**config.mk**
```make
export PLATFORM = sky130hd
export DESIGN_NAME = xv_palette
export DESIGN_NICKNAME = d
export VERILOG_FILES = /design/src/source/xv_video_pkg.sv /design/src/source/xv_palette.sv
export SDC_FILE = /design/constraint.sdc
export NUM_CORES = 1
export LEC_CHECK = 0
export BUFFER_PORTS_ARGS = -buffer_cell sky130_fd_sc_hd__buf_4
export CAP_MARGIN = 10
export CORE_MARGIN = 5
export CORE_UTILIZATION = 50
export CTS_BUF_LIST = sky130_fd_sc_hd__clkbuf_8
export DETAILED_ROUTE_END_ITERATION = 8
export HOLD_SLACK_MARGIN = 0.08
export PLACE_DENSITY = 0.75
export SLEW_MARGIN = 10
export SYNTH_ARGS = -nofsm -noshare
export SYNTH_HDL_FRONTEND = slang
export SYNTH_SLANG_ARGS = --single-unit
```
**constraint.sdc**
```tcl
create_clock -name clk -period 1.25 [get_ports clk]
set_clock_uncertainty 0.1 [all_clocks]
set_input_delay 0.25 -clock clk [delete_from_list [all_inputs] [get_ports clk]]
set_output_delay 0.25 -clock clk [all_outputs]
set_load 0.1 [all_outputs]
```
**src/source/xv_video_pkg.sv**
```systemverilog
// scan phase enum and pixel index / palette colour widths
`default_nettype none

package xv_video_pkg;

    // phase of a horizontal or vertical scan counter
    typedef enum logic [1:0] {
        SP_VISIBLE = 2'd0,
        SP_FRONT   = 2'd1,      // front porch
        SP_SYNC    = 2'd2,
        SP_BACK    = 2'd3       // back porch
    } scan_phase_e;

    localparam int PIX_W   = 4;     // bits per pixel index
    localparam int COLOR_W = 12;    // 4 bits each of r, g, b

endpackage

`default_nettype wire

```
**src/source/xv_palette.sv**
```systemverilog
// 16 entry palette ram with registered rgb, display enable and sync outputs
`default_nettype none
`timescale 1ns/10ps

module xv_palette
    import xv_video_pkg::*;
(
    input  wire logic                   clk,
    input  wire logic                   rst_n_i,
    input  wire logic                   pal_wr_i,
    input  wire logic [PIX_W-1:0]       pal_idx_i,
    input  wire logic [COLOR_W-1:0]     pal_color_i,
    input  wire logic [PIX_W-1:0]       pix_idx_i,
    input  wire logic                   de_i,
    input  wire logic                   hsync_i,
    input  wire logic                   vsync_i,
    output logic      [3:0]             red_o,
    output logic      [3:0]             green_o,
    output logic      [3:0]             blue_o,
    output logic                        dv_de_o,
    output logic                        hsync_o,
    output logic                        vsync_o
);

logic [COLOR_W-1:0] pal_mem [2**PIX_W];
logic [COLOR_W-1:0] color;

always_ff @(posedge clk) begin
    if (pal_wr_i) begin
        pal_mem[pal_idx_i] <= pal_color_i;
    end
end

assign color = pal_mem[pix_idx_i];  // async lookup, registered below

always_ff @(posedge clk or negedge rst_n_i) begin
    if (!rst_n_i) begin
        {red_o, green_o, blue_o} <= '0;
        dv_de_o <= 1'b0;
        hsync_o <= 1'b1;            // syncs idle high
        vsync_o <= 1'b1;
    end else begin
        {red_o, green_o, blue_o} <= de_i ? color : '0;  // black in blanking
        dv_de_o <= de_i;
        hsync_o <= hsync_i;
        vsync_o <= vsync_i;
    end
end

endmodule

`default_nettype wire

```
==> out/summary.txt <==
Nets@finish: 586
Clock Pin Slew Worst Setup and Hold Paths: 0.06 ns
Synth cell count leaders: 192 x edfxtp_1, 70 x mux2i_1, 34 x a22oi_1
Critical Path RT: 0.90 ns
Slew @ Worst Pin: 0.368 ns
# Post-CTS Setup Buffers: 0
Via/cell ratio: 5.54
Most used flip-flop cell after synthesis: edfxtp_1
WHS Path Cells: 5
Syn Nets: 450
Critical path's largest stage delay: 0.55 ns
WL met2: 9450 um
Total grt overflow: 0
IO Count: 41
Initial drt markers: 427
Post-synth EDFFs: 192
DR WL/cell: 23.2 um
Final Setup Violations: 25
Ant diodes: 0
Synth top area cells: edfxtp_1 72%, mux2i_1 8.8%, dfrtp_1 4.1%
Fmax: 621 MHz
FF-to-FF Start: pal_mem[6][6]
Failing checks: setup timing
Synth cell types: 25
Core area: 15800 um2
RSZ-0062 raised after global routing: yes
Initial antenna violation count: 0
Max VDD drop: 0.887 mV
Rows: 46
HP Start: pix_idx_i[1]
Top-area cell type share of the netlist area: 72.5%
Top Family by Delay on Critical Path: flip-flops
Tcrit/Tclk final: 129%
CP Class: register to output port
DIE AREA: 18500 um2
DR WL met3: 1340 um
DR pass1 iterations: 5
Post-synthesis cell count: 424
Worst Hold Path EP: red_o[2]
R2R cell count: 4
Placed instance count: 724
Cell Area, Placed: 9270 um2
Starting density of the core: 50.4%
Final Instance Area: 10300 um2
Crit end category: output port
Layout fillers: 1070
Min Tclk post-route: 1.61 ns
Dpl hpwl: 11000 um
Most frequent cell after synthesis: edfxtp_1
Endpoints failing hold: 0
Clock Sinks: 207
Number of global-route vias before repair: 4681
Register bit total from synthesis: 207
Fin. max-slew vios: 0
Top routing layer used: met4
PwrDens: 1390 nW/um2
Pleak: 3.76 nW
Final setup margin: -0.359 ns
FF-to-FF End: green_o[2]
Finished Layout Cells: 798
Chip width: 136 um
Remaining DRCs: 0
Ratio of cells with drive above 1 in the final layout: 35.9%
CP Buf/Inv Count: 1
Largest net degree at the start of global routing: 24
CTS Buf Count: 31
CP Cell Sequence: buf_12
CTS tree: built
Post-Route WL: 18500 um
Area Growth Syn to Fin: 29.3%
Critical path fanouts, max: 1
YS warnings: 0
Via count: 4417
Slowest-stage cell, CP: dfstp_2
CTS H-tree depth: 1
Synth area leader: edfxtp_1
FFs w/ async S/R, synth: 7.25%
Total GRT Usage: 20.3%
Worst reg2reg setup slack: -0.13 ns
Slew HR: 75.3%
Post-synthesis cell area: 7950 um2
Seq/Total Area, Yosys: 77.2%
Hold Slack: 0.125 ns
Final RePlAce weighted congestion: 0.781
HP Class: input port to register
Later-pin clock latency in the skew report: 0.54 ns
Root Buffer: clkbuf_8
Syn_area_per_cell: 18.8 um2
Worst setup SP type: register
Outcome: complete, but fails checks
Buffer depth of the longest clock path: 3
Die height: 136 um
Max-cap violation count: 0
First-pass GRT wire length: 27400 um
M1 wire length: 7430 um
Critical Path AT: 1.26 ns
DRT antenna net count: 0
IO buf count: 40
Post-route total power: 14.3 mW
## metal layers
metal / GRT usage, % / vias to the layer above
li1: - / 1967
met1: 27.2 / 2231
met2: 34.6 / 198
met3: 4.15 / 21
met4: 4.54 / 0
met5: 0 / -
## repair_timing
item / in CTS / in global routing
endpoints found under the setup margin: 25 / 25
pin swaps: 3 / 4
hold endpoints to repair: 218 / 0
gates resized for setup: 49 / 11
hold buffers: 19 / 0
## through the flow
step           worst slack (ns)  utilization [%]  TNS, ns
5_1_grt                  -0.423             65.2    -5.59
6_report                 -0.359             65.2    -4.42
2_1_floorplan            -0.327                -   -30.11
3_3_place_gp             -0.361             58.8   -40.58
3_5_place_dp             -0.386             58.8   -44.62
4_1_cts                  -0.380             64.9    -4.72
## cell usage in the layout, fill, tap and decap left out, types with 8 or more instances in the layout
cell,synthesis,final
inv_1,0,8
buf_4,5,71
clkbuf_8,0,31
dlygate4sd3_1,0,19
nand3_2,0,9
nand2_1,13,11
edfxtp_1,192,192
mux2i_1,70,70
nand2b_4,0,10
nand3_1,22,12
mux4_2,12,13
buf_12,0,29
dfrtp_1,13,11
a22oi_1,34,33
## cell families (layout without fill, tap and decap cells)
| kind of cell | count (synthesis) | after routing | share of synthesized area (%) |
|---|---|---|---|
| AO/OA/AOI/OAI | 41 | 41 | 3.84 |
| buffers and inverters | 21 | 179 | 1.89 |
| flip-flops | 207 | 207 | 77.2 |
| multiplexers | 83 | 83 | 12.5 |
| AND/OR/NAND/NOR | 72 | 72 | 4.50 |
## cell type report
type | count | area [um2] | share of cell area (%)
Clock buffer | 31 | 427 | 4.15
Clock inverter | 24 | 129 | 1.25
Sequential cell | 207 | 6150 | 59.8
Multi-Input combinational cell | 196 | 1930 | 18.8
Timing Repair Buffer | 124 | 1380 | 13.4
Tap cell | 216 | 270 | 2.63
## report_power, final
group | total (mW) | switching, mW | internal [mW]
logic | 1.49 | 0.873 | 0.618
registers | 7.82 | 0.0729 | 7.75
clock network | 4.99 | 2.47 | 2.52
total | 14.3 | 3.42 | 10.9
## worst max-delay path by stage
stage                       from            end  slack [ns]  depth (start not counted)
global route             hsync_o        hsync_o       -0.42                          1
detailed placement  pal_idx_i[2]  pal_mem[0][1]       -0.39                          4
CTS                      hsync_o        hsync_o       -0.38                          1
global placement    pal_idx_i[2]  pal_mem[0][8]       -0.36                          4
floorplan           pal_idx_i[2]  pal_mem[0][0]       -0.33                          2
finish                   vsync_o        vsync_o       -0.36                          1
## flip-flops by register name, summed over array words and instances, names as in the netlist
register	count
pal_mem	192
blue_o	4
vsync_o	1
dv_de_o	1
hsync_o	1
red_o	4
green_o	4
(Power assumes the default switching activity.)
