==> config.mk <==
export PLATFORM = sky130hd
export DESIGN_NAME = xv_video_gen
export DESIGN_NICKNAME = d
export VERILOG_FILES = /design/src/source/xv_video_pkg.sv /design/src/source/xv_video_gen.sv
export SDC_FILE = /design/constraint.sdc
export NUM_CORES = 1
export LEC_CHECK = 0
export BUFFER_PORTS_ARGS = -buffer_cell sky130_fd_sc_hd__clkbuf_2
export CAP_MARGIN = 10
export CORE_AREA = 2 2 81 83
export CTS_BUF_LIST = sky130_fd_sc_hd__clkbuf_4 sky130_fd_sc_hd__clkbuf_8 sky130_fd_sc_hd__clkbuf_16
export CTS_CLUSTER_SIZE = 25
export DETAILED_ROUTE_END_ITERATION = 12
export DIE_AREA = 0 0 83 85
export GPL_TIMING_DRIVEN = 0
export PLACE_DENSITY = 0.68
export SETUP_SLACK_MARGIN = 0.2
export SLEW_MARGIN = 10
export SYNTH_ARGS = -nofsm -noshare
export SYNTH_HDL_FRONTEND = slang
export SYNTH_SLANG_ARGS = --single-unit
==> constraint.sdc <==
create_clock -name clk -period 2 [get_ports clk]
set_input_delay 0 -clock clk [delete_from_list [all_inputs] [get_ports clk]]
set_output_delay 0 -clock clk [all_outputs]
set_load 0.005 [all_outputs]
==> src/source/xv_video_pkg.sv <==
// scan phase enum and pixel index / palette colour widths
`default_nettype none

package xv_video_pkg;

    // phase of a horizontal or vertical scan counter
    typedef enum logic [1:0] {
        SP_VISIBLE = 2'd0,
        SP_FRONT   = 2'd1,      // front porch
        SP_SYNC    = 2'd2,
        SP_BACK    = 2'd3       // back porch
    } scan_phase_e;

    localparam int PIX_W   = 4;     // bits per pixel index
    localparam int COLOR_W = 12;    // 4 bits each of r, g, b

endpackage

`default_nettype wire

==> src/source/xv_video_gen.sv <==
// scan timing, bitmap fetch address generation and pixel nibble shifter
`default_nettype none
`timescale 1ns/10ps

module xv_video_gen
    import xv_video_pkg::*;
#(
    parameter int H_VIS   = 640,
    parameter int H_FP    = 16,
    parameter int H_SYNC  = 96,
    parameter int H_BP    = 48,
    parameter int V_VIS   = 480,
    parameter int V_FP    = 10,
    parameter int V_SYNC  = 2,
    parameter int V_BP    = 33,
    parameter int VRAM_AW = 16
) (
    input  wire logic                   clk,
    input  wire logic                   rst_n_i,
    input  wire logic                   enable_i,
    input  wire logic [15:0]            vid_data_i,
    output logic                        vid_fetch_o,
    output logic      [VRAM_AW-1:0]     vid_addr_o,
    output logic      [PIX_W-1:0]       pix_idx_o,
    output logic                        de_o,
    output logic                        hsync_o,        // active low
    output logic                        vsync_o,        // active low
    output logic                        vblank_o,
    output logic                        vblank_start_o  // first cycle of vertical front porch
);

localparam int H_TOT = H_VIS + H_FP + H_SYNC + H_BP;
localparam int V_TOT = V_VIS + V_FP + V_SYNC + V_BP;
localparam int HW    = $clog2(H_TOT);
localparam int VW    = $clog2(V_TOT);
localparam logic [VRAM_AW-1:0] ROW_WORDS = VRAM_AW'(H_VIS / 4);    // 4 pixels per word

logic [HW-1:0]      h_cnt;
logic [VW-1:0]      v_cnt;
scan_phase_e        h_phase;
scan_phase_e        v_phase;
logic [VRAM_AW-1:0] row_base;       // first word of current line
logic               line_end;
logic               frame_end;
logic               vis_s0;         // visible at counter stage
logic [1:0]         de_p;           // 2 cycle delay to pixel stage
logic [1:0]         hs_p;
logic [1:0]         vs_p;
logic               load_q;         // fetched word arrives this cycle
logic [15:0]        pix_sh;

assign line_end    = (h_cnt == HW'(H_TOT - 1));
assign frame_end   = line_end && (v_cnt == VW'(V_TOT - 1));
assign vis_s0      = enable_i && (h_phase == SP_VISIBLE) && (v_phase == SP_VISIBLE);
assign vid_fetch_o = vis_s0 && (h_cnt[1:0] == 2'b00);  // every 4th pixel
assign vid_addr_o  = row_base + VRAM_AW'(h_cnt >> 2);
assign vblank_o    = (v_phase != SP_VISIBLE);

// phase after the counter leaves position cnt
function automatic scan_phase_e phase_step(scan_phase_e cur, int cnt, int vis, int fp,
                                           int sync, int tot);
    phase_step = cur;
    if (cnt == vis - 1)             phase_step = SP_FRONT;
    else if (cnt == vis + fp - 1)   phase_step = SP_SYNC;
    else if (cnt == vis + fp + sync - 1) phase_step = SP_BACK;
    else if (cnt == tot - 1)        phase_step = SP_VISIBLE;
endfunction

always_ff @(posedge clk or negedge rst_n_i) begin
    if (!rst_n_i) begin
        h_cnt          <= '0;
        v_cnt          <= '0;
        h_phase        <= SP_VISIBLE;
        v_phase        <= SP_VISIBLE;
        row_base       <= '0;
        vblank_start_o <= 1'b0;
        de_p           <= 2'b00;
        hs_p           <= 2'b11;
        vs_p           <= 2'b11;
        load_q         <= 1'b0;
    end else begin
        h_cnt   <= line_end ? '0 : h_cnt + 1'b1;
        h_phase <= phase_step(h_phase, int'(h_cnt), H_VIS, H_FP, H_SYNC, H_TOT);
        if (line_end) begin
            v_cnt   <= frame_end ? '0 : v_cnt + 1'b1;
            v_phase <= phase_step(v_phase, int'(v_cnt), V_VIS, V_FP, V_SYNC, V_TOT);
        end
        if (frame_end) begin
            row_base <= '0;
        end else if (line_end && v_phase == SP_VISIBLE) begin
            row_base <= row_base + ROW_WORDS;
        end
        vblank_start_o <= line_end && (v_cnt == VW'(V_VIS - 1));
        de_p   <= {de_p[0], vis_s0};
        hs_p   <= {hs_p[0], h_phase != SP_SYNC};
        vs_p   <= {vs_p[0], v_phase != SP_SYNC};
        load_q <= vid_fetch_o;
    end
end

// msb nibble goes out first
always_ff @(posedge clk) begin
    pix_sh <= load_q ? vid_data_i : {pix_sh[15-PIX_W:0], PIX_W'(0)};
end

assign pix_idx_o = pix_sh[15 -: PIX_W];
assign de_o      = de_p[1];
assign hsync_o   = hs_p[1];
assign vsync_o   = vs_p[1];

endmodule

`default_nettype wire

==> results of run 1 <==
==> placed cells by master (no fill, tap or decap), drive strengths merged, types with 2 or more instances in the layout <==
cell         count
dfrtp           39
o21ai           25
nor2            22
nand2b           4
a31oi            2
xor2            10
buf             44
mux2            12
a41oi            2
ha               9
xnor2           10
nor3             4
or3              2
clkinv           2
nor4b            4
o31ai            8
nand4            4
inv              9
and3             3
nor2b            2
dfstp            4
and4             3
nand3            9
nand3b           2
a21oi            8
bufinv           2
and2             7
nand2           28
dfxtp           16
clkbuf          57
dlygate4sd3     18
==> kinds of logic (layout without fill, tap and decap cells) <==
group                      Yosys count  after routing  synth area share [%]
buffers and inverters               33            133                  6.63
DFF                                 59             59                  48.2
muxes                               13             13                  4.99
xor gates and xnor gates            20             20                  6.03
AOI/OAI and AO/OA                   51             51                  10.9
and+or+nand+nor                     99             99                  19.3
adders and majority gates            9              9                  3.87
==> metrics by stage <==
stage / total power, mW / util [%] / setup TNS [ns]
floorplan: 1.25 / - / 0
global placement: 1.29 / 51.9 / -0.00392
detailed placement: 1.29 / 51.9 / 0
CTS: 2.51 / 60.0 / 0
global route: 2.59 / 63.3 / 0
finish: 2.49 / 63.3 / 0
==> worst reg2reg max path, cell delays in order, from the launching register on <==
cell      delay, ns
dfrtp_1        0.39
buf_4          0.13
buf_4          0.13
and4bb_4       0.28
and3_1         0.18
buf_6          0.14
buf_6          0.15
o21ai_1        0.07
nand2_1        0.07
o31ai_1        0.07
==> layout make-up <==
class                   instances  area, sq um  area share (%)
clock inverters                 5         77.6            1.97
plain buffers                  24          168            4.27
clock buffers                  11          139            3.54
repair buffers                 84          573            14.6
well taps                      77         96.3            2.45
multi-input cells             192         1440            36.6
inverters                       9         33.8           0.860
flip-flops and latches         59         1400            35.7
==> power breakdown <==
group	total, mW	switching (mW)	internal, mW
logic	0.0989	0.0396	0.0592
clock network	1.19	0.467	0.725
registers	1.20	0.00168	1.20
total	2.49	0.508	1.98
==> layer usage <==
metal	vias to the layer above	wire length (um)	share of wire (%)	global-route usage, %
met3	8	207	3.3	3.11
li1	1168	-	-	-
met2	48	3180	51	31.5
met4	0	67	1.1	9.24
met5	-	0	0	0
met1	1181	2850	45	24.2
==> flip-flops by register name, summed over array words and instances, names as in the netlist <==
| signal | flops |
|---|---|
| vblank_start_o | 1 |
| v_phase | 2 |
| pix_sh | 16 |
| v_cnt | 10 |
| vs_p | 2 |
| row_base | 11 |
| h_cnt | 10 |
| hs_p | 2 |
| load_q | 1 |
| h_phase | 2 |
| de_p | 2 |
==> what timing repair did <==
action / 4_1_cts / 5_1_grt
pin swaps: 4 / 11
endpoints found under the setup margin: 24 / 31
resized for setup: 14 / 29
hold buffers: 18 / 0
buffers inserted: 7 / 15
hold endpoints to repair: 56 / 0
==> worst paths after layout <==
path | start | slack (ns) | endpoint
max | row_base[6] | 0.11 | vid_addr_o[13]
min reg2reg | hs_p[0] | 0.36 | hs_p[1]
max in group asynchronous | rst_n_i | 0.89 | v_cnt[0]
min in group asynchronous | rst_n_i | 0.39 | h_cnt[2]
min | hs_p[0] | 0.36 | hs_p[1]
max reg2reg | h_cnt[8] | 0.28 | row_base[7]
==> flow_summary.ini, run 1 <==
[run_status]
status = finished clean

[die]
initial_core_util_pct = 46.8
dieArea_sq_mm = 0.00706
floorplan.rows = 29
chipHeight_um = 85
die_w_um = 83
core-area_sq_mm = 0.00620
io_count = 45

[finish]
layout.cell_area.non_filler_sq_mm = 0.00393
fin_cells = 461
layout_area_overhead_pct = 35.2
drive_gt1_share_pct = 38.0
finalNetCount = 407
num_antenna_cells = 0
fill_cells = 499

[timing]
relSlewSlack_pct = 29.3
rsz0062_at_grt = true
fin_worst_skew_ns = 0.0121
finalHoldViolations = 0
final.hold.worst_slack_ns = 0.359
timing_worst_slew_pin_value_ns = 1.06
peak_freq_ghz = 0.528
worst_slack_ns = 0.107
report.final.setup_viol = 0
timing_max_transition_violations_final = 0
minimum_clock_period_ns = 1.89
layout_worst_path_cycle_share_pct = 94.6

[detailed_routing]
post_drt_via_cell_ratio = 5.22
routedWlPerCell_um = 13.7
drt_drc_violations_left = 0
vias = 2405
first_pass_iters = 4
totalWireLength_um = 6300
initialDrtViolationCount = 148
drtAntennaViolNets = 0

[power_and_ir_drop]
peakVddDrop_mv = 0.508
power.density_mw_per_mm2 = 634
p_leak_nw = 1.81

[global_route]
grt_pass1_vias = 2304
initial_antenna_violation_count = 0
grt.total_usage_pct = 18.9
first_pass_grt_wire_length_um = 10700
largest_net_degree_at_the_start_of_global_routing = 44
global_route.overflow_total = 0

[place]
placedInstanceArea_sq_mm = 0.00322
dpl_worst_slack_ns = 0.00709
dp.final_hpwl_um = 3940
finalWeightedCongestion = 0.833
io_buf_count = 44
dp_cells = 405

[synthesis]
synth.yosys.warnings = 0
net_count_after_synthesis = 312
syn-cell-area_sq_mm = 0.00291
synth_cell_type_count = 50
synth.ff_latch_count = 59
netlist_top_cells_area = dfrtp_1, dfxtp_1, mux2_2
synth_common_cells = dfrtp_1, nand2_1, nor2_1
post_synth_inst_count = 284
syn-mean-instance-area_sq_um = 10.2
synthDominantAreaCellType = dfrtp_1
seq_area_frac_synth_pct = 48.2
synth_edf_count = 0
share_of_yosys_cell_area_claimed_by_the_top_area_cell_type_pct = 33.6
synthArstFlopShare_pct = 72.9
synth_top_flop_cell = dfrtp_1
yosysMostFrequentCell = dfrtp_1

[clock_network]
cts.sink_count = 59
clk-insertion-delay-late_ns = 0.34
clock_pin_slew_reported_for_the_worst_setup_and_hold_paths_after_clock_tree_synthesis_ns = 0.07
cts_max_level = 3
cts_root_buffer = clkbuf_8
cts_inserted_buffers = 9
tritoncts = built
cts.path.max_buffers = 2

[setup_path]
cp_bufs_invs = 2
rr_worst_depth = 9
worst_ep_arrival_time_ns = 1.89
crit_family = flip-flops
timing.critical_path.cells = ha_4 > a21oi_4 > nor2b_2 > o21ai_2 > buf_6 > nor2_4 > xor2_1 > buf_2
setup.worst_path.start_class = register
endpoint_kind = primary output
crit_type = reg -> out
worstPathMaxFanout = 7
critPathMaxStageDelay_ns = 0.42
cp_data_required_time_ns = 2.00
worst-path-stages = 8
crit_path_top_delay_cell = dfrtp_1

[min_path]
worstHoldPathType = reg -> reg
min_delay_path_depth = 0

[run]
timing.max_cap.violations = 0
Power figures use the tool's default switching activity.
==> run 2, diff against run 1 <==
--- a/config.mk
+++ b/config.mk
@@ -7,11 +7,11 @@
 export LEC_CHECK = 0
 export BUFFER_PORTS_ARGS = -buffer_cell sky130_fd_sc_hd__clkbuf_2
 export CAP_MARGIN = 10
-export CORE_AREA = 2 2 81 83
+export CORE_AREA = 2 2 78 87
 export CTS_BUF_LIST = sky130_fd_sc_hd__clkbuf_4 sky130_fd_sc_hd__clkbuf_8 sky130_fd_sc_hd__clkbuf_16
 export CTS_CLUSTER_SIZE = 25
 export DETAILED_ROUTE_END_ITERATION = 12
-export DIE_AREA = 0 0 83 85
+export DIE_AREA = 0 0 80 89
 export GPL_TIMING_DRIVEN = 0
 export PLACE_DENSITY = 0.68
 export SETUP_SLACK_MARGIN = 0.2
==> flow_summary.ini, run 2 (synthesis gave the netlist of run 1 again) <==
[place]
io_buf_count = 44
dpl_worst_slack_ns = -0.00378
finalWeightedCongestion = 0.855
dp.final_hpwl_um = 4000

[detailed_routing]
first_pass_iters = 6
totalWireLength_um = 6400
drtAntennaViolNets = 0
drt_drc_violations_left = 0
routedWlPerCell_um = 13.8
initialDrtViolationCount = 133
post_drt_via_cell_ratio = 5.12
vias = 2375

[timing]
timing_max_transition_violations_final = 0
report.final.setup_viol = 0
minimum_clock_period_ns = 1.91
relSlewSlack_pct = 30.2
fin_worst_skew_ns = 0.00645
layout_worst_path_cycle_share_pct = 95.7
timing_worst_slew_pin_value_ns = 1.05
worst_slack_ns = 0.0850
peak_freq_ghz = 0.522
finalHoldViolations = 0
rsz0062_at_grt = true

[finish]
finalNetCount = 407
register_containing_the_most_flip_flops_in_the_final_layout = pix_sh
layout_area_overhead_pct = 35.8
fill_cells = 477
largest_registers = pix_sh (16), row_base (11)
layout.core_utilization_pct = 64.1
largest_reg_flops = 16
mostFrequentLayoutCell = clkbuf_2
seqCellArea_sq_mm = 0.00140
most-common-layout-cells = clkbuf_2, dfrtp_1, nand2_1, buf_4, dlygate4sd3_1
multiInputGateArea_sq_mm = 0.00146
num_antenna_cells = 0
drive_gt1_share_pct = 39.1

[global_route]
initial_antenna_violation_count = 0
grt_pass1_vias = 2265
grt.total_usage_pct = 18.7
global_route.overflow_total = 0
first_pass_grt_wire_length_um = 10200
largest_net_degree_at_the_start_of_global_routing = 44

[die]
dieArea_sq_mm = 0.00712
initial_core_util_pct = 47.2
chipHeight_um = 89
io_count = 45
core-area_sq_mm = 0.00616
floorplan.rows = 30
die_w_um = 80

[setup_path]
worstPathMaxFanout = 7
worst_ep_arrival_time_ns = 1.91
setup.worst_path.start = row_base[6]
cp_data_required_time_ns = 2.00
crit_type = reg -> out
setup.worst_path.start_class = register
reg2reg_from = v_cnt[1]
endpoint_kind = primary output

[power_and_ir_drop]
power.density_mw_per_mm2 = 601
p_leak_nw = 1.83
switching_share_pct = 21.1
peakVddDrop_mv = 0.434
power_frac_clock_pct = 45.3
pwr-share-comb_pct = 4.2
power.sequential.fraction_pct = 50.6
cellInternalPower_mw = 1.87
p_sw_mw = 0.499

[clock_network]
cts_max_level = 3
tritoncts = built
cts_root_buffer = clkbuf_8
cts_inserted_buffers = 9
cts.path.max_buffers = 2
cts.sink_count = 59
clk-insertion-delay-late_ns = 0.34
clock_pin_slew_reported_for_the_worst_setup_and_hold_paths_after_clock_tree_synthesis_ns = 0.06

[run]
timing.max_cap.violations = 0

[min_path]
worstHoldPathType = reg -> reg
timing.hold.worst.start = de_p[0]

[run_status]
status = finished clean
## run 2: worst max-delay path, cell delays in order (launching register included)
cell,delay [ns]
dfrtp_2,0.43
ha_4,0.26
a21oi_4,0.14
nor2b_2,0.07
o21ai_2,0.14
buf_6,0.17
nor2_2,0.06
xnor2_1,0.16
buf_2,0.14
## run 2: metal layers
layer / global-route usage, % / up-vias / share of wire (%)
met1: 21.4 / 1139 / 43
met3: 4.04 / 12 / 3.6
met2: 33.1 / 45 / 51
met5: 0 / - / 0
met4: 9.40 / 0 / 2.1
li1: - / 1179 / -
## run 2: path summary, 6_finish.rpt
path	to	slack, ns	depth (start not counted)
hold reg to reg	de_p[1]	0.35	0
max in group asynchronous	row_base[6]	0.90	2
setup / recovery	vid_addr_o[12]	0.09	8
min in group asynchronous	h_phase[0]	0.38	2
setup reg to reg	row_base[10]	0.27	9
hold / removal	de_p[1]	0.35	0
## run 2: layout make-up
class                           instances  share of cell area [%]
Timing Repair Buffer                   84                    14.8
Buffer                                 24                    4.31
Tap cell                               80                    2.54
Inverter                                9                   0.856
Clock buffer                           11                    3.68
Sequential cell                        59                    35.5
Clock inverter                          5                    1.33
Multi-Input combinational cell        192                    37.0
## run 2: what timing repair did
item                       4_1_cts  5_1_grt
gates resized for setup         19       26
gates cloned                     0        2
setup endpoints to repair       26       21
pin swaps                        4        9
setup buffers                    8       12
hold buffers                    18        0
hold endpoints to repair        56        0
## run 2: power groups by stage
stage                     clock network, mW  logic [mW]  registers (mW)
after floorplan                           0      0.0286            1.22
after detailed placement                  0      0.0718            1.22
final                                  1.07      0.0989            1.20
after global routing                   1.14       0.111            1.20
after CTS                              1.09      0.0996            1.20
after global placement                    0      0.0706            1.22
## run 2: metrics by stage
step	hold WS [ns]	cells	cell area, sq um	total power, mW	setup TNS (ns)
2_1_floorplan	-0.296	284	2910	1.25	0
3_3_place_gp	0.211	408	3230	1.29	0
3_5_place_dp	0.216	408	3230	1.29	-0.00378
4_1_cts	0.351	450	3730	2.39	0
5_1_grt	0.364	464	3950	2.45	0
6_report	0.349	464	3950	2.37	0
==> run 3, diff against run 2 <==
--- a/config.mk
+++ b/config.mk
@@ -9,6 +9,7 @@
 export CAP_MARGIN = 10
 export CORE_AREA = 2 2 78 87
 export CTS_BUF_LIST = sky130_fd_sc_hd__clkbuf_4 sky130_fd_sc_hd__clkbuf_8 sky130_fd_sc_hd__clkbuf_16
+export CTS_CLUSTER_DIAMETER = 40
 export CTS_CLUSTER_SIZE = 25
 export DETAILED_ROUTE_END_ITERATION = 12
 export DIE_AREA = 0 0 80 89
==> constraint.sdc (replaced) <==
create_clock -name clk -period 2.4 [get_ports clk]
set_input_delay 0 -clock clk [delete_from_list [all_inputs] [get_ports clk]]
set_output_delay 0 -clock clk [all_outputs]
set_load 0.005 [all_outputs]
==> flow_summary.ini, run 3 (synthesis gave the netlist of run 1 again) <==
[run_status]
status = finished clean

[finish]
most-common-layout-cells = clkbuf_2, dfrtp_1, nand2_1
register_containing_the_most_flip_flops_in_the_final_layout = pix_sh
largest_registers = pix_sh (16), row_base (11)
finalNetCount = 387
largest_reg_flops = 16
layout.cell_area.non_filler_sq_mm = 0.00364
fill_cells = 520
mostFrequentLayoutCell = clkbuf_2
num_antenna_cells = 0
fin_cells = 444
drive_gt1_share_pct = 29.1
layout_area_overhead_pct = 25.1

[detailed_routing]
totalWireLength_um = 5920
first_pass_iters = 4
initialDrtViolationCount = 156
top_layer = met4
routedWlPerCell_um = 13.3
met3_length_um = 236
vias = 2267
m1WireLength_um = 2580
met2_length_um = 2940
post_drt_via_cell_ratio = 5.11
drtAntennaViolNets = 0
drt_drc_violations_left = 0

[die]
die_w_um = 80
chipHeight_um = 89
dieArea_sq_mm = 0.00712
floorplan.rows = 30
initial_core_util_pct = 47.2
io_count = 45
core-area_sq_mm = 0.00616

[global_route]
grt_pass1_vias = 2214
global_route.overflow_total = 0
first_pass_grt_wire_length_um = 9950
initial_antenna_violation_count = 0
largest_net_degree_at_the_start_of_global_routing = 44
grt.total_usage_pct = 18.3

[timing]
worst_slack_ns = 0.346
peak_freq_ghz = 0.487
rsz0062_at_grt = false
fin_worst_skew_ns = 0.00690
relSlewSlack_pct = 30.3
timing_worst_slew_pin_value_ns = 1.05
timing_max_transition_violations_final = 0
setup-tns-final_ns = 0
report.final.setup_viol = 0
minimum_clock_period_ns = 2.05
finalHoldViolations = 0
layout_worst_path_cycle_share_pct = 85.6

[power_and_ir_drop]
power.density_mw_per_mm2 = 541
switching_share_pct = 20.7
pwr-share-comb_pct = 4.2
power_frac_clock_pct = 45.1
p_leak_nw = 1.67
total_chip_power_mw = 1.97
cellInternalPower_mw = 1.56
power.sequential.fraction_pct = 50.8
p_sw_mw = 0.408
peakVddDrop_mv = 0.344

[setup_path]
crit_type = reg -> out
worstPathMaxFanout = 7
setup.worst_path.start_class = register
rr_worst_depth = 6
worst_ep_arrival_time_ns = 2.05
timing.rr.end = row_base[15]
endpoint_kind = primary output
reg2reg_setup_slack_ns = 0.42
reg2reg_from = h_cnt[0]
cp_data_required_time_ns = 2.40

[clock_network]
cts_root_buffer = clkbuf_8
clock_pin_slew_reported_for_the_worst_setup_and_hold_paths_after_clock_tree_synthesis_ns = 0.07
cts.path.max_buffers = 2
clk-insertion-delay-late_ns = 0.33
cts_max_level = 3
tritoncts = built
cts.sink_count = 59
cts_inserted_buffers = 9

[place]
dpl_worst_slack_ns = 0.396
placedInstanceArea_sq_mm = 0.00323
dp.final_hpwl_um = 4000
finalWeightedCongestion = 0.855
dp_cells = 408
io_buf_count = 44

[min_path]
worstHoldPathType = reg -> reg
timing.hold.worst.start = de_p[0]
min_delay_path_depth = 0
worst_hold_path_ep = de_p[1]

[run]
timing.max_cap.violations = 0
-- run 3: final cells by class --
type,instances,area [sq um],share of cell area [%]
Buffer,24,159,4.37
Sequential cell,59,1400,38.6
Tap cell,80,100,2.75
Inverter,9,33.8,0.929
Multi-Input combinational cell,192,1330,36.5
Clock buffer,11,145,3.99
Timing Repair Buffer,64,415,11.4
Clock inverter,5,52.6,1.45
-- run 3: critical path, cell delays in order, from the launching register on --
cell	delay [ns]
dfrtp_2	0.44
ha_1	0.34
a21oi_2	0.17
nor2b_1	0.10
o21ai_4	0.25
nor2_1	0.09
xnor2_1	0.19
clkbuf_2	0.14
-- run 3: worst max-delay path by stage --
stage,from,endpoint,slack (ns)
final,h_cnt[8],vid_addr_o[12],0.35
after global routing,h_cnt[8],vid_addr_o[12],0.18
after CTS,h_cnt[8],vid_addr_o[12],0.22
after detailed placement,h_cnt[8],vid_addr_o[12],0.40
after global placement,h_cnt[8],vid_addr_o[12],0.40
after floorplan,h_cnt[0],v_phase[0],0.79
-- run 3: per-stage QoR --
step	hold slack (ns)	utilization (%)
CTS	0.351	58.6
global placement	0.211	52.4
detailed placement	0.216	52.4
floorplan	-0.296	-
finish	0.350	59.1
global route	0.364	59.1
-- run 3: power by group through the flow --
| stage | clock, mW | sequential [mW] | combinational (mW) |
|---|---|---|---|
| after CTS | 0.907 | 0.999 | 0.0830 |
| after detailed placement | 0 | 1.02 | 0.0599 |
| after global routing | 0.951 | 0.999 | 0.0919 |
| after global placement | 0 | 1.02 | 0.0588 |
| after floorplan | 0 | 1.02 | 0.0238 |
| final | 0.887 | 0.999 | 0.0821 |
-- run 3: layer usage --
metal | GRT usage [%] | up-vias
met5 | 0 | -
met2 | 31.8 | 53
met4 | 10.2 | 0
li1 | - | 1131
met1 | 21.0 | 1067
met3 | 4.14 | 16
-- run 3: repair_timing --
action	CTS	global route
hold buffers	18	0
hold endpoints to repair	56	0
setup buffers	0	2
setup endpoints to repair	7	6
pin swaps	0	3
resized for setup	1	3
