==> src/source/xv_bus_pkg.sv <==
// host register numbers, bus direction, control and status bit positions, memory op enum
`default_nettype none

package xv_bus_pkg;

    // host register numbers on bus_reg_num_i
    typedef enum logic [3:0] {
        XR_WR_ADDR = 4'h0,      // vram write address
        XR_DATA    = 4'h1,      // vram write data then write address + 1
        XR_RD_ADDR = 4'h2,      // vram read address, odd byte starts read
        XR_RD_DATA = 4'h3,      // latched read result
        XR_PAL     = 4'h4,      // index in 15:12, colour in 11:0
        XR_CTRL    = 4'h5,      // video enable and irq acknowledge
        XR_STATUS  = 4'h6       // busy and vblank
    } xv_reg_e;

    typedef enum logic {
        BUS_WR = 1'b0,
        BUS_RD = 1'b1
    } bus_rnw_e;

    // pending vram operation in the register block
    typedef enum logic {
        MOP_READ  = 1'b0,
        MOP_WRITE = 1'b1
    } mem_op_e;

    localparam int CTRL_ENA_BIT    = 0;
    localparam int CTRL_IACK_BIT   = 1;
    localparam int STAT_BUSY_BIT   = 0;
    localparam int STAT_VBLANK_BIT = 1;

endpackage

`default_nettype wire

==> src/source/xv_video_pkg.sv <==
// scan phase enum and pixel index / palette colour widths
`default_nettype none

package xv_video_pkg;

    // phase of a horizontal or vertical scan counter
    typedef enum logic [1:0] {
        SP_VISIBLE = 2'd0,
        SP_FRONT   = 2'd1,      // front porch
        SP_SYNC    = 2'd2,
        SP_BACK    = 2'd3       // back porch
    } scan_phase_e;

    localparam int PIX_W   = 4;     // bits per pixel index
    localparam int COLOR_W = 12;    // 4 bits each of r, g, b

endpackage

`default_nettype wire

==> src/source/xv_regs.sv <==
// host register block with byte assembly, vram request handshake, palette strobe, control
`default_nettype none
`timescale 1ns/10ps

module xv_regs
    import xv_bus_pkg::*;
    import xv_video_pkg::*;
(
    input  wire logic                   clk,
    input  wire logic                   rst_n_i,
    input  wire logic                   bus_cs_n_i,     // select strobe, active low
    input  wire logic                   bus_rd_nwr_i,
    input  wire logic [3:0]             bus_reg_num_i,
    input  wire logic                   bus_bytesel_i,  // 0 even byte (15:8)
    input  wire logic [7:0]             bus_data_i,
    input  wire logic                   mem_ack_i,
    input  wire logic [15:0]            mem_rdata_i,
    input  wire logic                   vblank_i,
    input  wire logic                   vblank_start_i,
    output logic      [7:0]             bus_data_o,
    output logic                        bus_intr_o,
    output logic                        vid_ena_o,
    output logic                        mem_req_o,
    output logic                        mem_wr_o,
    output logic      [15:0]            mem_addr_o,
    output logic      [15:0]            mem_wdata_o,
    output logic                        pal_wr_o,
    output logic      [PIX_W-1:0]       pal_idx_o,
    output logic      [COLOR_W-1:0]     pal_color_o
);

logic [7:0]  even_q;        // even byte waiting for its odd half
logic [15:0] word;          // assembled 16-bit value
logic [15:0] wr_addr;
logic [15:0] rd_addr;
logic [15:0] rd_data;
logic [15:0] rd_word;       // register selected for a bus read
logic        busy;
logic        wr_stb;
logic        rd_stb;
logic        odd_wr;
logic        mem_done;
xv_reg_e     reg_sel;
mem_op_e     op;

assign reg_sel  = xv_reg_e'(bus_reg_num_i);
assign wr_stb   = !bus_cs_n_i && (bus_rnw_e'(bus_rd_nwr_i) == BUS_WR);
assign rd_stb   = !bus_cs_n_i && (bus_rnw_e'(bus_rd_nwr_i) == BUS_RD);
assign odd_wr   = wr_stb && bus_bytesel_i;     // odd byte fires the action
assign word     = {even_q, bus_data_i};
assign mem_done = mem_req_o && mem_ack_i;       // ack seen
assign mem_wr_o = (op == MOP_WRITE);

// register read mux
always_comb begin
    rd_word = '0;
    case (reg_sel)
        XR_WR_ADDR: rd_word = wr_addr;
        XR_DATA:    rd_word = mem_wdata_o;
        XR_RD_ADDR: rd_word = rd_addr;
        XR_RD_DATA: rd_word = rd_data;
        XR_PAL:     rd_word = {pal_idx_o, pal_color_o};
        XR_CTRL:    rd_word[CTRL_ENA_BIT] = vid_ena_o;
        XR_STATUS: begin
            rd_word[STAT_BUSY_BIT]   = busy;
            rd_word[STAT_VBLANK_BIT] = vblank_i;
        end
        default: ;
    endcase
end

always_ff @(posedge clk or negedge rst_n_i) begin
    if (!rst_n_i) begin
        busy       <= 1'b0;
        mem_req_o  <= 1'b0;
        op         <= MOP_READ;
        wr_addr    <= '0;
        vid_ena_o  <= 1'b0;
        bus_intr_o <= 1'b0;
        pal_wr_o   <= 1'b0;
        bus_data_o <= '0;
    end else begin
        pal_wr_o <= 1'b0;                           // single cycle strobe
        if (busy && !mem_req_o && !mem_ack_i) begin
            mem_req_o <= 1'b1;                      // previous ack gone
        end
        if (mem_done) begin
            mem_req_o <= 1'b0;
            busy      <= 1'b0;
            if (op == MOP_WRITE) begin
                wr_addr <= wr_addr + 16'd1;         // auto increment
            end
        end
        if (rd_stb) begin
            bus_data_o <= bus_rd_byte(rd_word, bus_bytesel_i);
        end
        if (odd_wr) begin
            case (reg_sel)
                XR_WR_ADDR: wr_addr <= word;        // host write beats increment
                XR_DATA: begin
                    if (!busy) begin
                        busy <= 1'b1;
                        op   <= MOP_WRITE;
                    end
                end
                XR_RD_ADDR: begin
                    if (!busy) begin
                        busy <= 1'b1;
                        op   <= MOP_READ;
                    end
                end
                XR_PAL:  pal_wr_o <= 1'b1;
                XR_CTRL: begin
                    vid_ena_o <= word[CTRL_ENA_BIT];
                    if (word[CTRL_IACK_BIT]) begin
                        bus_intr_o <= 1'b0;
                    end
                end
                default: ;
            endcase
        end
        if (vblank_start_i) begin
            bus_intr_o <= 1'b1;                     // new frame wins over ack
        end
    end
end

// data path registers
always_ff @(posedge clk) begin
    if (wr_stb && !bus_bytesel_i) begin
        even_q <= bus_data_i;
    end
    if (mem_done && op == MOP_READ) begin
        rd_data <= mem_rdata_i;
    end
    if (odd_wr) begin
        case (reg_sel)
            XR_DATA: begin
                if (!busy) begin
                    mem_wdata_o <= word;
                    mem_addr_o  <= wr_addr;         // held for the whole request
                end
            end
            XR_RD_ADDR: begin
                rd_addr <= word;
                if (!busy) begin
                    mem_addr_o <= word;
                end
            end
            XR_PAL: begin
                pal_idx_o   <= word[15 -: PIX_W];
                pal_color_o <= word[COLOR_W-1:0];
            end
            default: ;
        endcase
    end
end

// even byte on bytesel 0
function automatic logic [7:0] bus_rd_byte(logic [15:0] w, logic odd);
    bus_rd_byte = odd ? w[7:0] : w[15:8];
endfunction

endmodule

`default_nettype wire

==> config.mk <==
export PLATFORM = sky130hd
export DESIGN_NAME = xv_regs
export DESIGN_NICKNAME = d
export VERILOG_FILES = /design/src/source/xv_bus_pkg.sv /design/src/source/xv_video_pkg.sv /design/src/source/xv_regs.sv
export SDC_FILE = /design/constraint.sdc
export NUM_CORES = 1
export LEC_CHECK = 0
export ABC_AREA = 1
export ABC_CLOCK_PERIOD_IN_PS = 4700
export BUFFER_PORTS_ARGS = -buffer_cell sky130_fd_sc_hd__buf_2
export CAP_MARGIN = 5
export CORE_AREA = 2 2 125 127
export DETAILED_ROUTE_END_ITERATION = 10
export DIE_AREA = 0 0 127 129
export PLACE_DENSITY = 0.59
export SLEW_MARGIN = 15
export SYNTH_ARGS = -nofsm -noshare
export SYNTH_HDL_FRONTEND = slang
export SYNTH_SLANG_ARGS = --single-unit
==> constraint.sdc <==
create_clock -name clk -period 4.7 [get_ports clk]
set_input_delay 0.94 -clock clk [delete_from_list [all_inputs] [get_ports clk]]
set_output_delay 0.94 -clock clk [all_outputs]
set_load 0.01 [all_outputs]
==> run_results.csv, run 1 <==
group,metric,value,unit
logic_synthesis,synth.most_common_cell,"nand2_1",
worst_setup_path,worst-path-buf-inv,5,
pwr,power_density,449,nW/um^2
grt,grt_start_max_net_pins,38,
detailed_routing,ant_nets,0,
worst_setup_path,crit_path_end_kind,"register",
logic_synthesis,syn_avg_cell_area,10.1,sq um
worst_setup_path,path_max_fanout,17,
placed_design,port-buffer-count,96,
logic_synthesis,yosys_register_bits,118,
grt,grt_util_met2,29.0,%
logic_synthesis,yosysUniqueCellTypes,28,
worst_hold_path,hold_path_class,"reg -> reg",
logic_synthesis,synth.area.top_cells,"edfxtp_1, dfrtp_1, nand2_1",
logic_synthesis,synth.top_cell.area_share,51.2,%
layout,nFillCells,1426,
clock_network,cts_inserted_buffers,17,
pwr,netSwitchingPower,0.000719,W
worst_setup_path,path_delay_family,"buffers and inverters",
worst_setup_path,r2r_slack,2670,ps
grt,grt_use_met1,23.6,%
outcome,outcome,"finished, final reports clean",
detailed_routing,drt_wl_total,14.3,mm
layout,final_util,42.8,%
detailed_routing,remaining_drc_errors,0,
floorplanning,design.die.area,16400,sq um
logic_synthesis,synthCells,511,
pwr,internal-power,0.00216,W
floorplanning,num_io_pins,97,
floorplanning,initial_utilization,34.4,%
timing,max_freq,352,MHz
grt,top_usage_layer,"met2",
placed_design,dp_hpwl,10.1,mm
clock_network,insertion_delay,410,ps
clock_network,cts_resized,0,
pwr,power_frac_comb,10.9,%
floorplanning,rows,45,
grt,grt_overflow,0,
detailed_routing,vias_per_cell,4.89,
clock_network,htreeDepth,4,
timing,setup_viol,0,
timing,setup_ws,1860,ps
layout,antennaDiodeCount,0,
worst_setup_path,r2r.worst_path.cells,5,
grt,antenna_found_initial,0,
pwr,vdd_drop_max,0.229,mV
worst_hold_path,hold_end,"bus_data_o[1]",
grt,grt_pass1_vias,3967,
logic_synthesis,ys_async_sr_fraction,25.4,%
placed_design,dp_slack,1460,ps
grt,met3_usage,4.70,%
detailed_routing,drt_iter0_drc,510,
clock_network,hold_buffers,0,
logic_synthesis,syn-num-nets,548,
logic_synthesis,yosys_warnings,0,
logic_synthesis,ys_seq_area_share,65.8,%
clock_network,cts_tree,"built",
logic_synthesis,synth_common_cells,"nand2_1, edfxtp_1, nor2_1",
worst_setup_path,critical_path_arrival,2880,ps
pwr,clkPwrFrac,44.9,%
worst_setup_path,worst-setup-path-type,"in -> reg",
grt,grt_pass1_wl,21.9,mm
logic_synthesis,syn_area,5160,sq um
worst_setup_path,crit-reg2reg-capture,"mem_addr_o[14]",
timing,rsz0062_at_grt,"no",
floorplanning,die-width,127,microns
timing,timing.final.crit_share,60.4,%
timing,slew_headroom,33.3,%
timing,final.setup_skew,9.34,ps
job,cap_violations,0,
layout,syn2layout_area_growth,24.4,%
detailed_routing,wl_per_cell,17.5,microns
logic_synthesis,ys.flop_type,"edfxtp_1",
clock_network,path_clk_slew,50,ps
worst_setup_path,slowest_stage,"inv_1",
worst_hold_path,hold_start,"bus_data_o[1]",
floorplanning,coreArea,15000,sq um
worst_setup_path,cp.required,4740,ps
worst_setup_path,cp_slowest_stage_delay,560,ps
timing,finalHoldViolations,0,
pwr,leakage,2.80,nW
detailed_routing,firstDrtPassIters,5,
detailed_routing,num_vias,3998,
floorplanning,die_h,129,microns
logic_synthesis,synth_top_cell_by_area,"edfxtp_1",
pwr,swShare,24.9,%
timing,fin_tns_setup,0,ps
layout,drive_above_1_share,23.8,%
timing,worst_pin_slew,999,ps
worst_setup_path,critical_path.cell_chain,"buf_2 > inv_2 > nor3_2 > inv_1 > nor2_1 > nand2_1 > inv_2 > nor2_1 > inv_1",
timing,period_needed,2840,ps
worst_setup_path,worstReg2RegStart,"busy",
clock_network,numClockSinks,118,
logic_synthesis,synth_edf_count,88,
pwr,pwr-share-seq,44.2,%
worst_setup_path,start_kind,"primary input",
clock_network,clk_path_buf_depth,2,
grt,grt_usage,17.9,%
timing,drv_slew,0,
layout,nNetsFinal,654,
clock_network,root_buffer,"clkbuf_16",
placed_design,gp_congestion,0.924,
worst_hold_path,hold_depth,2,
clock_network,cts_setup_buffers,0,
pwr,power.total,0.00288,W
-- stage by stage --
stage / hold WS (ps) / area (sq um) / instances
6_report: 471 / 6420 / 818
3_3_place_gp: 461 / 5820 / 786
5_1_grt: 522 / 6420 / 818
2_1_floorplan: 487 / 5160 / 511
4_1_cts: 477 / 6420 / 818
3_5_place_dp: 463 / 5820 / 786
-- area by class of cell --
type	count	area [sq um]	area share, %
clock buffer	22	464	7.23
clock inverter	10	128	1.99
inverter	43	164	2.55
multi-input combinational	338	1530	23.8
sequential	118	3390	52.9
tap	188	235	3.67
timing repair buffer	99	503	7.84
-- power by group through the flow --
| stage | Sequential (W) | Combinational [W] | Clock (W) |
|---|---|---|---|
| detailed placement | 0.00129 | 0.000311 | 0 |
| floorplan | 0.00128 | 0.000198 | 0 |
| finish | 0.00127 | 0.000315 | 0.00129 |
| global placement | 0.00129 | 0.000303 | 0 |
| CTS | 0.00127 | 0.000316 | 0.00131 |
| global route | 0.00128 | 0.000360 | 0.00136 |
-- cell usage in the layout (no fill, tap or decap) --
master / instances
nor2_2: 3
nor2_1: 52
o22ai_1: 1
nand4_1: 4
o21ai_1: 4
bufinv_16: 3
a21oi_1: 13
nand3b_1: 2
clkinv_2: 6
inv_1: 36
nor3_1: 3
clkinvlp_4: 1
clkbuf_8: 2
inv_4: 1
clkbuf_1: 3
dfrtp_1: 30
o21ai_0: 30
ha_1: 1
nor2_4: 5
nand3_1: 32
clkbuf_16: 17
o211ai_1: 1
buf_2: 96
nand2_2: 3
nor3_2: 3
edfxtp_1: 88
xor2_1: 9
inv_2: 6
nand2_1: 171
a211oi_2: 1
buf_4: 3
-- per-layer routing --
layer	wire length (microns)	vias to the layer above
met1	6090	1921
met2	6930	149
met4	280	0
li1	-	1904
met5	0	-
met3	981	24
-- how the worst max path moves through the flow --
stage             startpoint              to  cells past startpoint
2_1_floorplan  bus_bytesel_i  pal_color_o[0]                      5
3_3_place_gp   bus_bytesel_i  mem_addr_o[14]                      9
3_5_place_dp   bus_bytesel_i  mem_addr_o[15]                      9
4_1_cts        bus_bytesel_i   mem_addr_o[8]                      9
5_1_grt        bus_bytesel_i   mem_addr_o[6]                      9
6_report       bus_bytesel_i  mem_addr_o[14]                      9
-- state kept, by name, indices dropped and copies added, names as in the netlist --
name and count:
bus_data_o 8, rd_addr 16, mem_wdata_o 16, pal_wr_o 1
pal_idx_o 4, rd_data 16, mem_wr_o 1, pal_color_o 12
wr_addr 16, even_q 8, busy 1, mem_addr_o 16
vid_ena_o 1, mem_req_o 1, bus_intr_o 1
-- cells by family after synthesis --
kind of cell | count (synthesis) | synth area share, %
flip-flops | 118 | 65.8
buffers and inverters | 55 | 4.78
AND/OR/NAND/NOR | 278 | 22.6
adder cells (fa/ha/maj) | 1 | 0.243
XOR/XNOR | 9 | 1.53
AO/OA/AOI/OAI | 50 | 5.07
-- worst min-delay path, stage by stage (launching register included) --
cell and delay [ps]:
dfrtp_1 340, nand2_1 50, nand2_1 50
Note: power is estimated with default switching activity, not from simulation.
==> run 2: changes to the inputs <==
--- a/config.mk
+++ b/config.mk
@@ -6,7 +6,7 @@
 export NUM_CORES = 1
 export LEC_CHECK = 0
 export ABC_AREA = 1
-export ABC_CLOCK_PERIOD_IN_PS = 4700
+export ABC_CLOCK_PERIOD_IN_PS = 2950
 export BUFFER_PORTS_ARGS = -buffer_cell sky130_fd_sc_hd__buf_2
 export CAP_MARGIN = 5
 export CORE_AREA = 2 2 125 127
==> constraint.sdc (replaced) <==
create_clock -name clk -period 2.95 [get_ports clk]
set_input_delay 0.59 -clock clk [delete_from_list [all_inputs] [get_ports clk]]
set_output_delay 0.59 -clock clk [all_outputs]
set_load 0.01 [all_outputs]
==> run 2 against run 1 <==
  * Utilization shrank 0.27 points
  * Clock skew grew 1.0 ps
  * Hold slack worse by 230 ps
  * Clock power up 44%
  * Largest cell class unchanged
==> run_results.csv, run 2 (synthesized netlist as in run 1, its figures left out) <==
group,metric,value,unit
outcome,outcome,"finished, final reports clean",
clock_network,cts_tree,"built",
layout,antennaDiodeCount,0,
grt,grt_usage,18.1,%
floorplanning,design.die.area,16400,sq um
pwr,leakage,2.79,nW
worst_setup_path,critical_path_arrival,2050,ps
clock_network,cts_resized,0,
clock_network,hold_buffers,0,
worst_setup_path,crit-reg2reg-capture,"wr_addr[15]",
clock_network,numClockSinks,118,
pwr,power_density,688,nW/um^2
clock_network,htreeDepth,4,
floorplanning,coreArea,15000,sq um
layout,final_common_cell,"nand2_1",
grt,grt_pass1_wl,22.0,mm
timing,slew_headroom,48.2,%
worst_setup_path,worst-setup-path-type,"in -> reg",
worst_setup_path,cp.required,3040,ps
worst_setup_path,cp_slowest_stage_delay,270,ps
detailed_routing,drt_iter0_drc,416,
job,cap_violations,0,
detailed_routing,vias_per_cell,4.89,
grt,grt_pass1_vias,4042,
worst_setup_path,worstReg2RegStart,"mem_wr_o",
timing,max_freq,509,MHz
clock_network,insertion_delay,410,ps
grt,antenna_found_initial,0,
detailed_routing,num_vias,4018,
timing,rsz0062_at_grt,"no",
worst_setup_path,slowest_stage,"buf_4",
layout,drive_above_1_share,24.0,%
floorplanning,num_io_pins,97,
placed_design,dp_slack,623,ps
grt,grt_overflow,0,
clock_network,root_buffer,"clkbuf_16",
detailed_routing,ant_nets,0,
floorplanning,initial_utilization,34.4,%
worst_setup_path,r2r_slack,1330,ps
pwr,power.total,0.00439,W
floorplanning,die_h,129,microns
worst_setup_path,start_kind,"primary input",
pwr,vdd_drop_max,0.429,mV
timing,hold_ws,243,ps
worst_setup_path,critical_path.cell_chain,"buf_2 > inv_2 > nor3_2 > inv_1 > nor3_1 > nor2_1 > inv_1 > buf_4",
layout,finalNonFillerCells,822,
clock_network,clk_path_buf_depth,2,
placed_design,port-buffer-count,96,
detailed_routing,firstDrtPassIters,5,
timing,finalHoldViolations,0,
worst_setup_path,cpMostUsedCell,"inv_1",
layout,final_cell_mix,"nand2_1, buf_2, edfxtp_1, nor2_1, inv_1",
worst_setup_path,crit_path_end_kind,"register",
timing,setup_ws,985,ps
timing,final.setup_skew,10.4,ps
clock_network,cts_setup_buffers,0,
timing,drv_slew,0,
worst_setup_path,path_max_fanout,16,
placed_design,placed_cells,790,
layout,syn2layout_area_growth,23.6,%
grt,grt_start_max_net_pins,38,
worst_setup_path,r2r.worst_path.cells,7,
placed_design,dp_hpwl,10.1,mm
detailed_routing,drt_wl_total,14.4,mm
detailed_routing,remaining_drc_errors,0,
timing,period_needed,1970,ps
clock_network,cts_inserted_buffers,17,
detailed_routing,wl_per_cell,17.5,microns
timing,worst_pin_slew,777,ps
floorplanning,die-width,127,microns
floorplanning,rows,45,
timing,fin_tns_setup,0,ps
layout,nNetsFinal,658,
worst_hold_path,hold_path_class,"in -> async",
timing,setup_viol,0,
clock_network,path_clk_slew,60,ps
timing,timing.final.crit_share,66.6,%
placed_design,gp_congestion,0.905,
-- run 2: changes by cell type in the layout (fill, tap and decap cells not counted) --
cell,previous run,this run
buf_4,3,7
bufinv_16,3,1
clkbuf_1,3,4
clkbuf_8,2,0
clkinv_2,6,8
clkinv_4,0,1
nor3_1,3,4
nor3_2,3,2
-- run 2: how the worst max path moves through the flow --
stage,to,cells after the start,startpoint,slack (ps)
finish,mem_addr_o[9],8,bus_bytesel_i,980
global route,mem_addr_o[11],8,bus_bytesel_i,850
CTS,mem_addr_o[9],8,bus_bytesel_i,1040
detailed placement,mem_addr_o[13],8,bus_bytesel_i,620
global placement,mem_addr_o[14],8,bus_bytesel_i,730
floorplan,pal_color_o[0],5,bus_bytesel_i,260
-- run 2: per-layer routing --
metal / routed length (microns) / share of wire, % / track usage (%)
met1: 6190 / 43 / 22.8
met4: 248 / 1.7 / 7.43
met3: 763 / 5.3 / 4.16
met2: 7210 / 50 / 30.3
met5: 0 / 0 / 0
-- run 2: final cells by class --
cell class	instances	area, sq um
inverter	43	164
clock buffer	21	440
fill	1468	8600
clock inverter	11	86.3
sequential	118	3390
timing repair buffer	103	533
multi-input combinational	338	1520
tap	188	235
-- run 2: stage by stage --
step	instance area (sq um)	utilization, %
floorplan	5160	-
global placement	5850	39.1
detailed placement	5850	39.1
CTS	6380	42.6
global route	6380	42.6
finish	6380	42.6
-- run 2: critical path, delay by kind of cell --
family,cells,cell delay (ps)
AND/OR/NAND/NOR,3,590
buffers and inverters,5,870
-- run 2: report_power, final --
group          internal, W  switching, W  leakage, nW
Sequential         0.00191      0.000117         1.15
Combinational     0.000172      0.000326         1.38
Clock              0.00114      0.000717        0.264
Total              0.00323       0.00116         2.79
==> run 3: changes to the inputs <==
--- a/config.mk
+++ b/config.mk
@@ -5,8 +5,8 @@
 export SDC_FILE = /design/constraint.sdc
 export NUM_CORES = 1
 export LEC_CHECK = 0
-export ABC_AREA = 1
-export ABC_CLOCK_PERIOD_IN_PS = 2950
+export ABC_AREA = 0
+export ABC_CLOCK_PERIOD_IN_PS = 1940
 export BUFFER_PORTS_ARGS = -buffer_cell sky130_fd_sc_hd__buf_2
 export CAP_MARGIN = 5
 export CORE_AREA = 2 2 125 127
==> constraint.sdc (replaced) <==
create_clock -name clk -period 1.94 [get_ports clk]
set_input_delay 0.388 -clock clk [delete_from_list [all_inputs] [get_ports clk]]
set_output_delay 0.388 -clock clk [all_outputs]
set_load 0.01 [all_outputs]
==> run 3 against run 2 <==
  * Clock skew increased by 1.3 ps
  * Final cell count down 12%
  * Clock power grew 68%
  * Area after synthesis rose by 0.95%
  * Critical path depth fell by 2
  * Count of clock-buffer cells in the layout is 3 lower
  * Non-clock buffer count rose by 40
  * Via count decreased by 6.7%
  * Power rose by 57%
  * Largest cell class unchanged
  * Highest routed layer unchanged
==> run_results.csv, run 3 <==
group,metric,value,unit
timing,period_needed,1700,ps
layout,final_common_cell,"buf_2",
detailed_routing,num_vias,3750,
grt,grt_usage,18.0,%
pwr,leakage,2.65,nW
worst_hold_path,hold_path_class,"in -> async",
clock_network,htreeDepth,4,
layout,drive_above_1_share,44.1,%
layout,final_cell_mix,"buf_2, edfxtp_1, buf_4, dfrtp_1, nand2_1",
floorplanning,die_h,129,microns
grt,grt_start_max_net_pins,33,
worst_setup_path,start_kind,"register",
worst_setup_path,crit_start,"wr_addr[2]",
floorplanning,rows,45,
grt,grt_pass1_wl,21.7,mm
logic_synthesis,synthCells,384,
timing,worst_pin_slew,696,ps
grt,antenna_found_initial,0,
logic_synthesis,synth_top_cell_by_area,"edfxtp_1",
grt,grt_overflow,0,
layout,syn2layout_area_growth,31.7,%
outcome,outcome,"finished, final reports clean",
placed_design,placed_area,6270,sq um
worst_setup_path,critical_path_arrival,1980,ps
logic_synthesis,ys_seq_area_share,65.2,%
worst_setup_path,worst-setup-path-type,"reg -> reg",
floorplanning,design.die.area,16400,sq um
logic_synthesis,synth.area.top_cells,"edfxtp_1, dfrtp_1, mux2_2",
layout,final_util,45.8,%
clock_network,cts_setup_buffers,0,
timing,drv_slew,0,
worst_setup_path,worstReg2RegStart,"wr_addr[2]",
detailed_routing,ant_nets,0,
timing,rsz0062_at_grt,"no",
timing,max_freq,587,MHz
floorplanning,coreArea,15000,sq um
worst_setup_path,crit-reg2reg-capture,"bus_data_o[2]",
worst_setup_path,crit_path_end_kind,"register",
job,cap_violations,0,
layout,nNetsFinal,562,
placed_design,placed_cells,694,
logic_synthesis,synth_edf_count,88,
clock_network,hold_buffers,0,
worst_setup_path,cp.required,2220,ps
logic_synthesis,ys_async_sr_fraction,25.4,%
timing,setup_viol,0,
clock_network,path_clk_slew,60,ps
floorplanning,num_io_pins,97,
clock_network,insertion_delay,420,ps
pwr,power_density,1000,nW/um^2
grt,grt_pass1_vias,3873,
logic_synthesis,yosysUniqueCellTypes,50,
worst_setup_path,r2r_slack,240,ps
detailed_routing,vias_per_cell,5.17,
timing,final.setup_skew,11.7,ps
logic_synthesis,syn_avg_cell_area,13.6,sq um
pwr,vdd_drop_max,0.559,mV
worst_setup_path,critPathCapture,"bus_data_o[2]",
logic_synthesis,syn-num-nets,421,
clock_network,clk_path_buf_depth,2,
detailed_routing,drt_iter0_drc,340,
clock_network,cts_resized,0,
floorplanning,die-width,127,microns
clock_network,cts_inserted_buffers,17,
worst_setup_path,path_max_fanout,3,
placed_design,gp_congestion,0.844,
detailed_routing,firstDrtPassIters,5,
layout,finalNonFillerCells,726,
layout,antennaDiodeCount,0,
worst_setup_path,r2r.worst_path.cells,6,
clock_network,numClockSinks,118,
timing,slew_headroom,53.0,%
detailed_routing,drt_wl_total,14.3,mm
clock_network,root_buffer,"clkbuf_16",
logic_synthesis,ys.flop_type,"edfxtp_1",
layout,design_area,6860,sq um
timing,finalHoldViolations,0,
logic_synthesis,yosys_register_bits,118,
logic_synthesis,syn_area,5210,sq um
layout,nFillCells,1369,
logic_synthesis,yosys_warnings,0,
detailed_routing,remaining_drc_errors,0,
timing,timing.final.crit_share,87.8,%
floorplanning,initial_utilization,34.8,%
placed_design,port-buffer-count,96,
logic_synthesis,synth_common_cells,"edfxtp_1, dfrtp_1, nand2_1",
logic_synthesis,synth.most_common_cell,"edfxtp_1",
timing,hold_ws,9.34,ps
detailed_routing,wl_per_cell,19.7,microns
logic_synthesis,synth.top_cell.area_share,50.7,%
clock_network,cts_tree,"built",
placed_design,dp_hpwl,10.2,mm
## run 3: cell count changes after synthesis, moves of 10 or more
| cell | before | now |
|---|---|---|
| nand2_1 | 171 | 26 |
| nor2_1 | 52 | 18 |
| inv_1 | 36 | 6 |
| nand3_1 | 32 | 8 |
| mux2_2 | 0 | 23 |
| a21oi_2 | 0 | 16 |
| o21ai_0 | 30 | 16 |
| mux2i_1 | 0 | 12 |
| nor2_2 | 3 | 14 |
| a22oi_1 | 0 | 10 |
## run 3: layout make-up
type | instances | area, sq um | share of cell area (%)
well taps | 188 | 235 | 3.43
flip-flops and latches | 118 | 3390 | 49.5
repair buffers | 143 | 896 | 13.1
multi-input cells | 239 | 1720 | 25.1
inverters | 6 | 22.5 | 0.328
clock inverters | 14 | 161 | 2.35
clock buffers | 18 | 429 | 6.26
## run 3: per-layer routing
metal	vias up	wire length [microns]	track usage [%]
li1	1740	-	-
met1	1874	6450	24.2
met2	118	6770	27.7
met3	18	909	5.57
met4	0	209	6.59
met5	-	0	0
## run 3: through the flow
| step | power [W] | TNS (ps) | setup slack (ps) |
|---|---|---|---|
| 5_1_grt | 0.00712 | 0 | 100 |
| 3_5_place_dp | 0.00379 | -5190 | -117 |
| 2_1_floorplan | 0.00344 | -3130 | -131 |
| 4_1_cts | 0.00694 | 0 | 272 |
| 6_report | 0.00687 | 0 | 236 |
| 3_3_place_gp | 0.00377 | -3830 | -89.5 |
## run 3: cells by family (layout without fill, tap and decap cells)
family / Yosys count / count (layout) / synth area share, %
and+or+nand+nor: 106 / 106 / 10.7
muxes: 36 / 36 / 7.71
buffers and inverters: 27 / 181 / 2.55
adders and majority gates: 1 / 1 / 0.240
DFF: 118 / 118 / 65.2
AOI/OAI and AO/OA: 81 / 81 / 11.1
xor gates and xnor gates: 15 / 15 / 2.52
## run 3: critical path, cell delays in order, from the launching register on
cell       delay, ps
dfrtp_1          380
buf_4            160
mux2_2           270
a22oi_1          210
nor3b_1           90
a2111oi_0        390
nor2_1            80
## run 3: report_power, final
| part | switching (W) | internal, W |
|---|---|---|
| sequential | 0.000147 | 0.00288 |
| clock | 0.00113 | 0.00200 |
| combinational | 0.000370 | 0.000342 |
## run 3: how the worst min path moves through the flow
stage / endpoint / depth (start not counted)
2_1_floorplan: bus_data_o[0] / 0
3_3_place_gp: wr_addr[1] / 2
3_5_place_dp: pal_wr_o / 2
4_1_cts: wr_addr[1] / 2
5_1_grt: vid_ena_o / 2
6_report: wr_addr[1] / 2
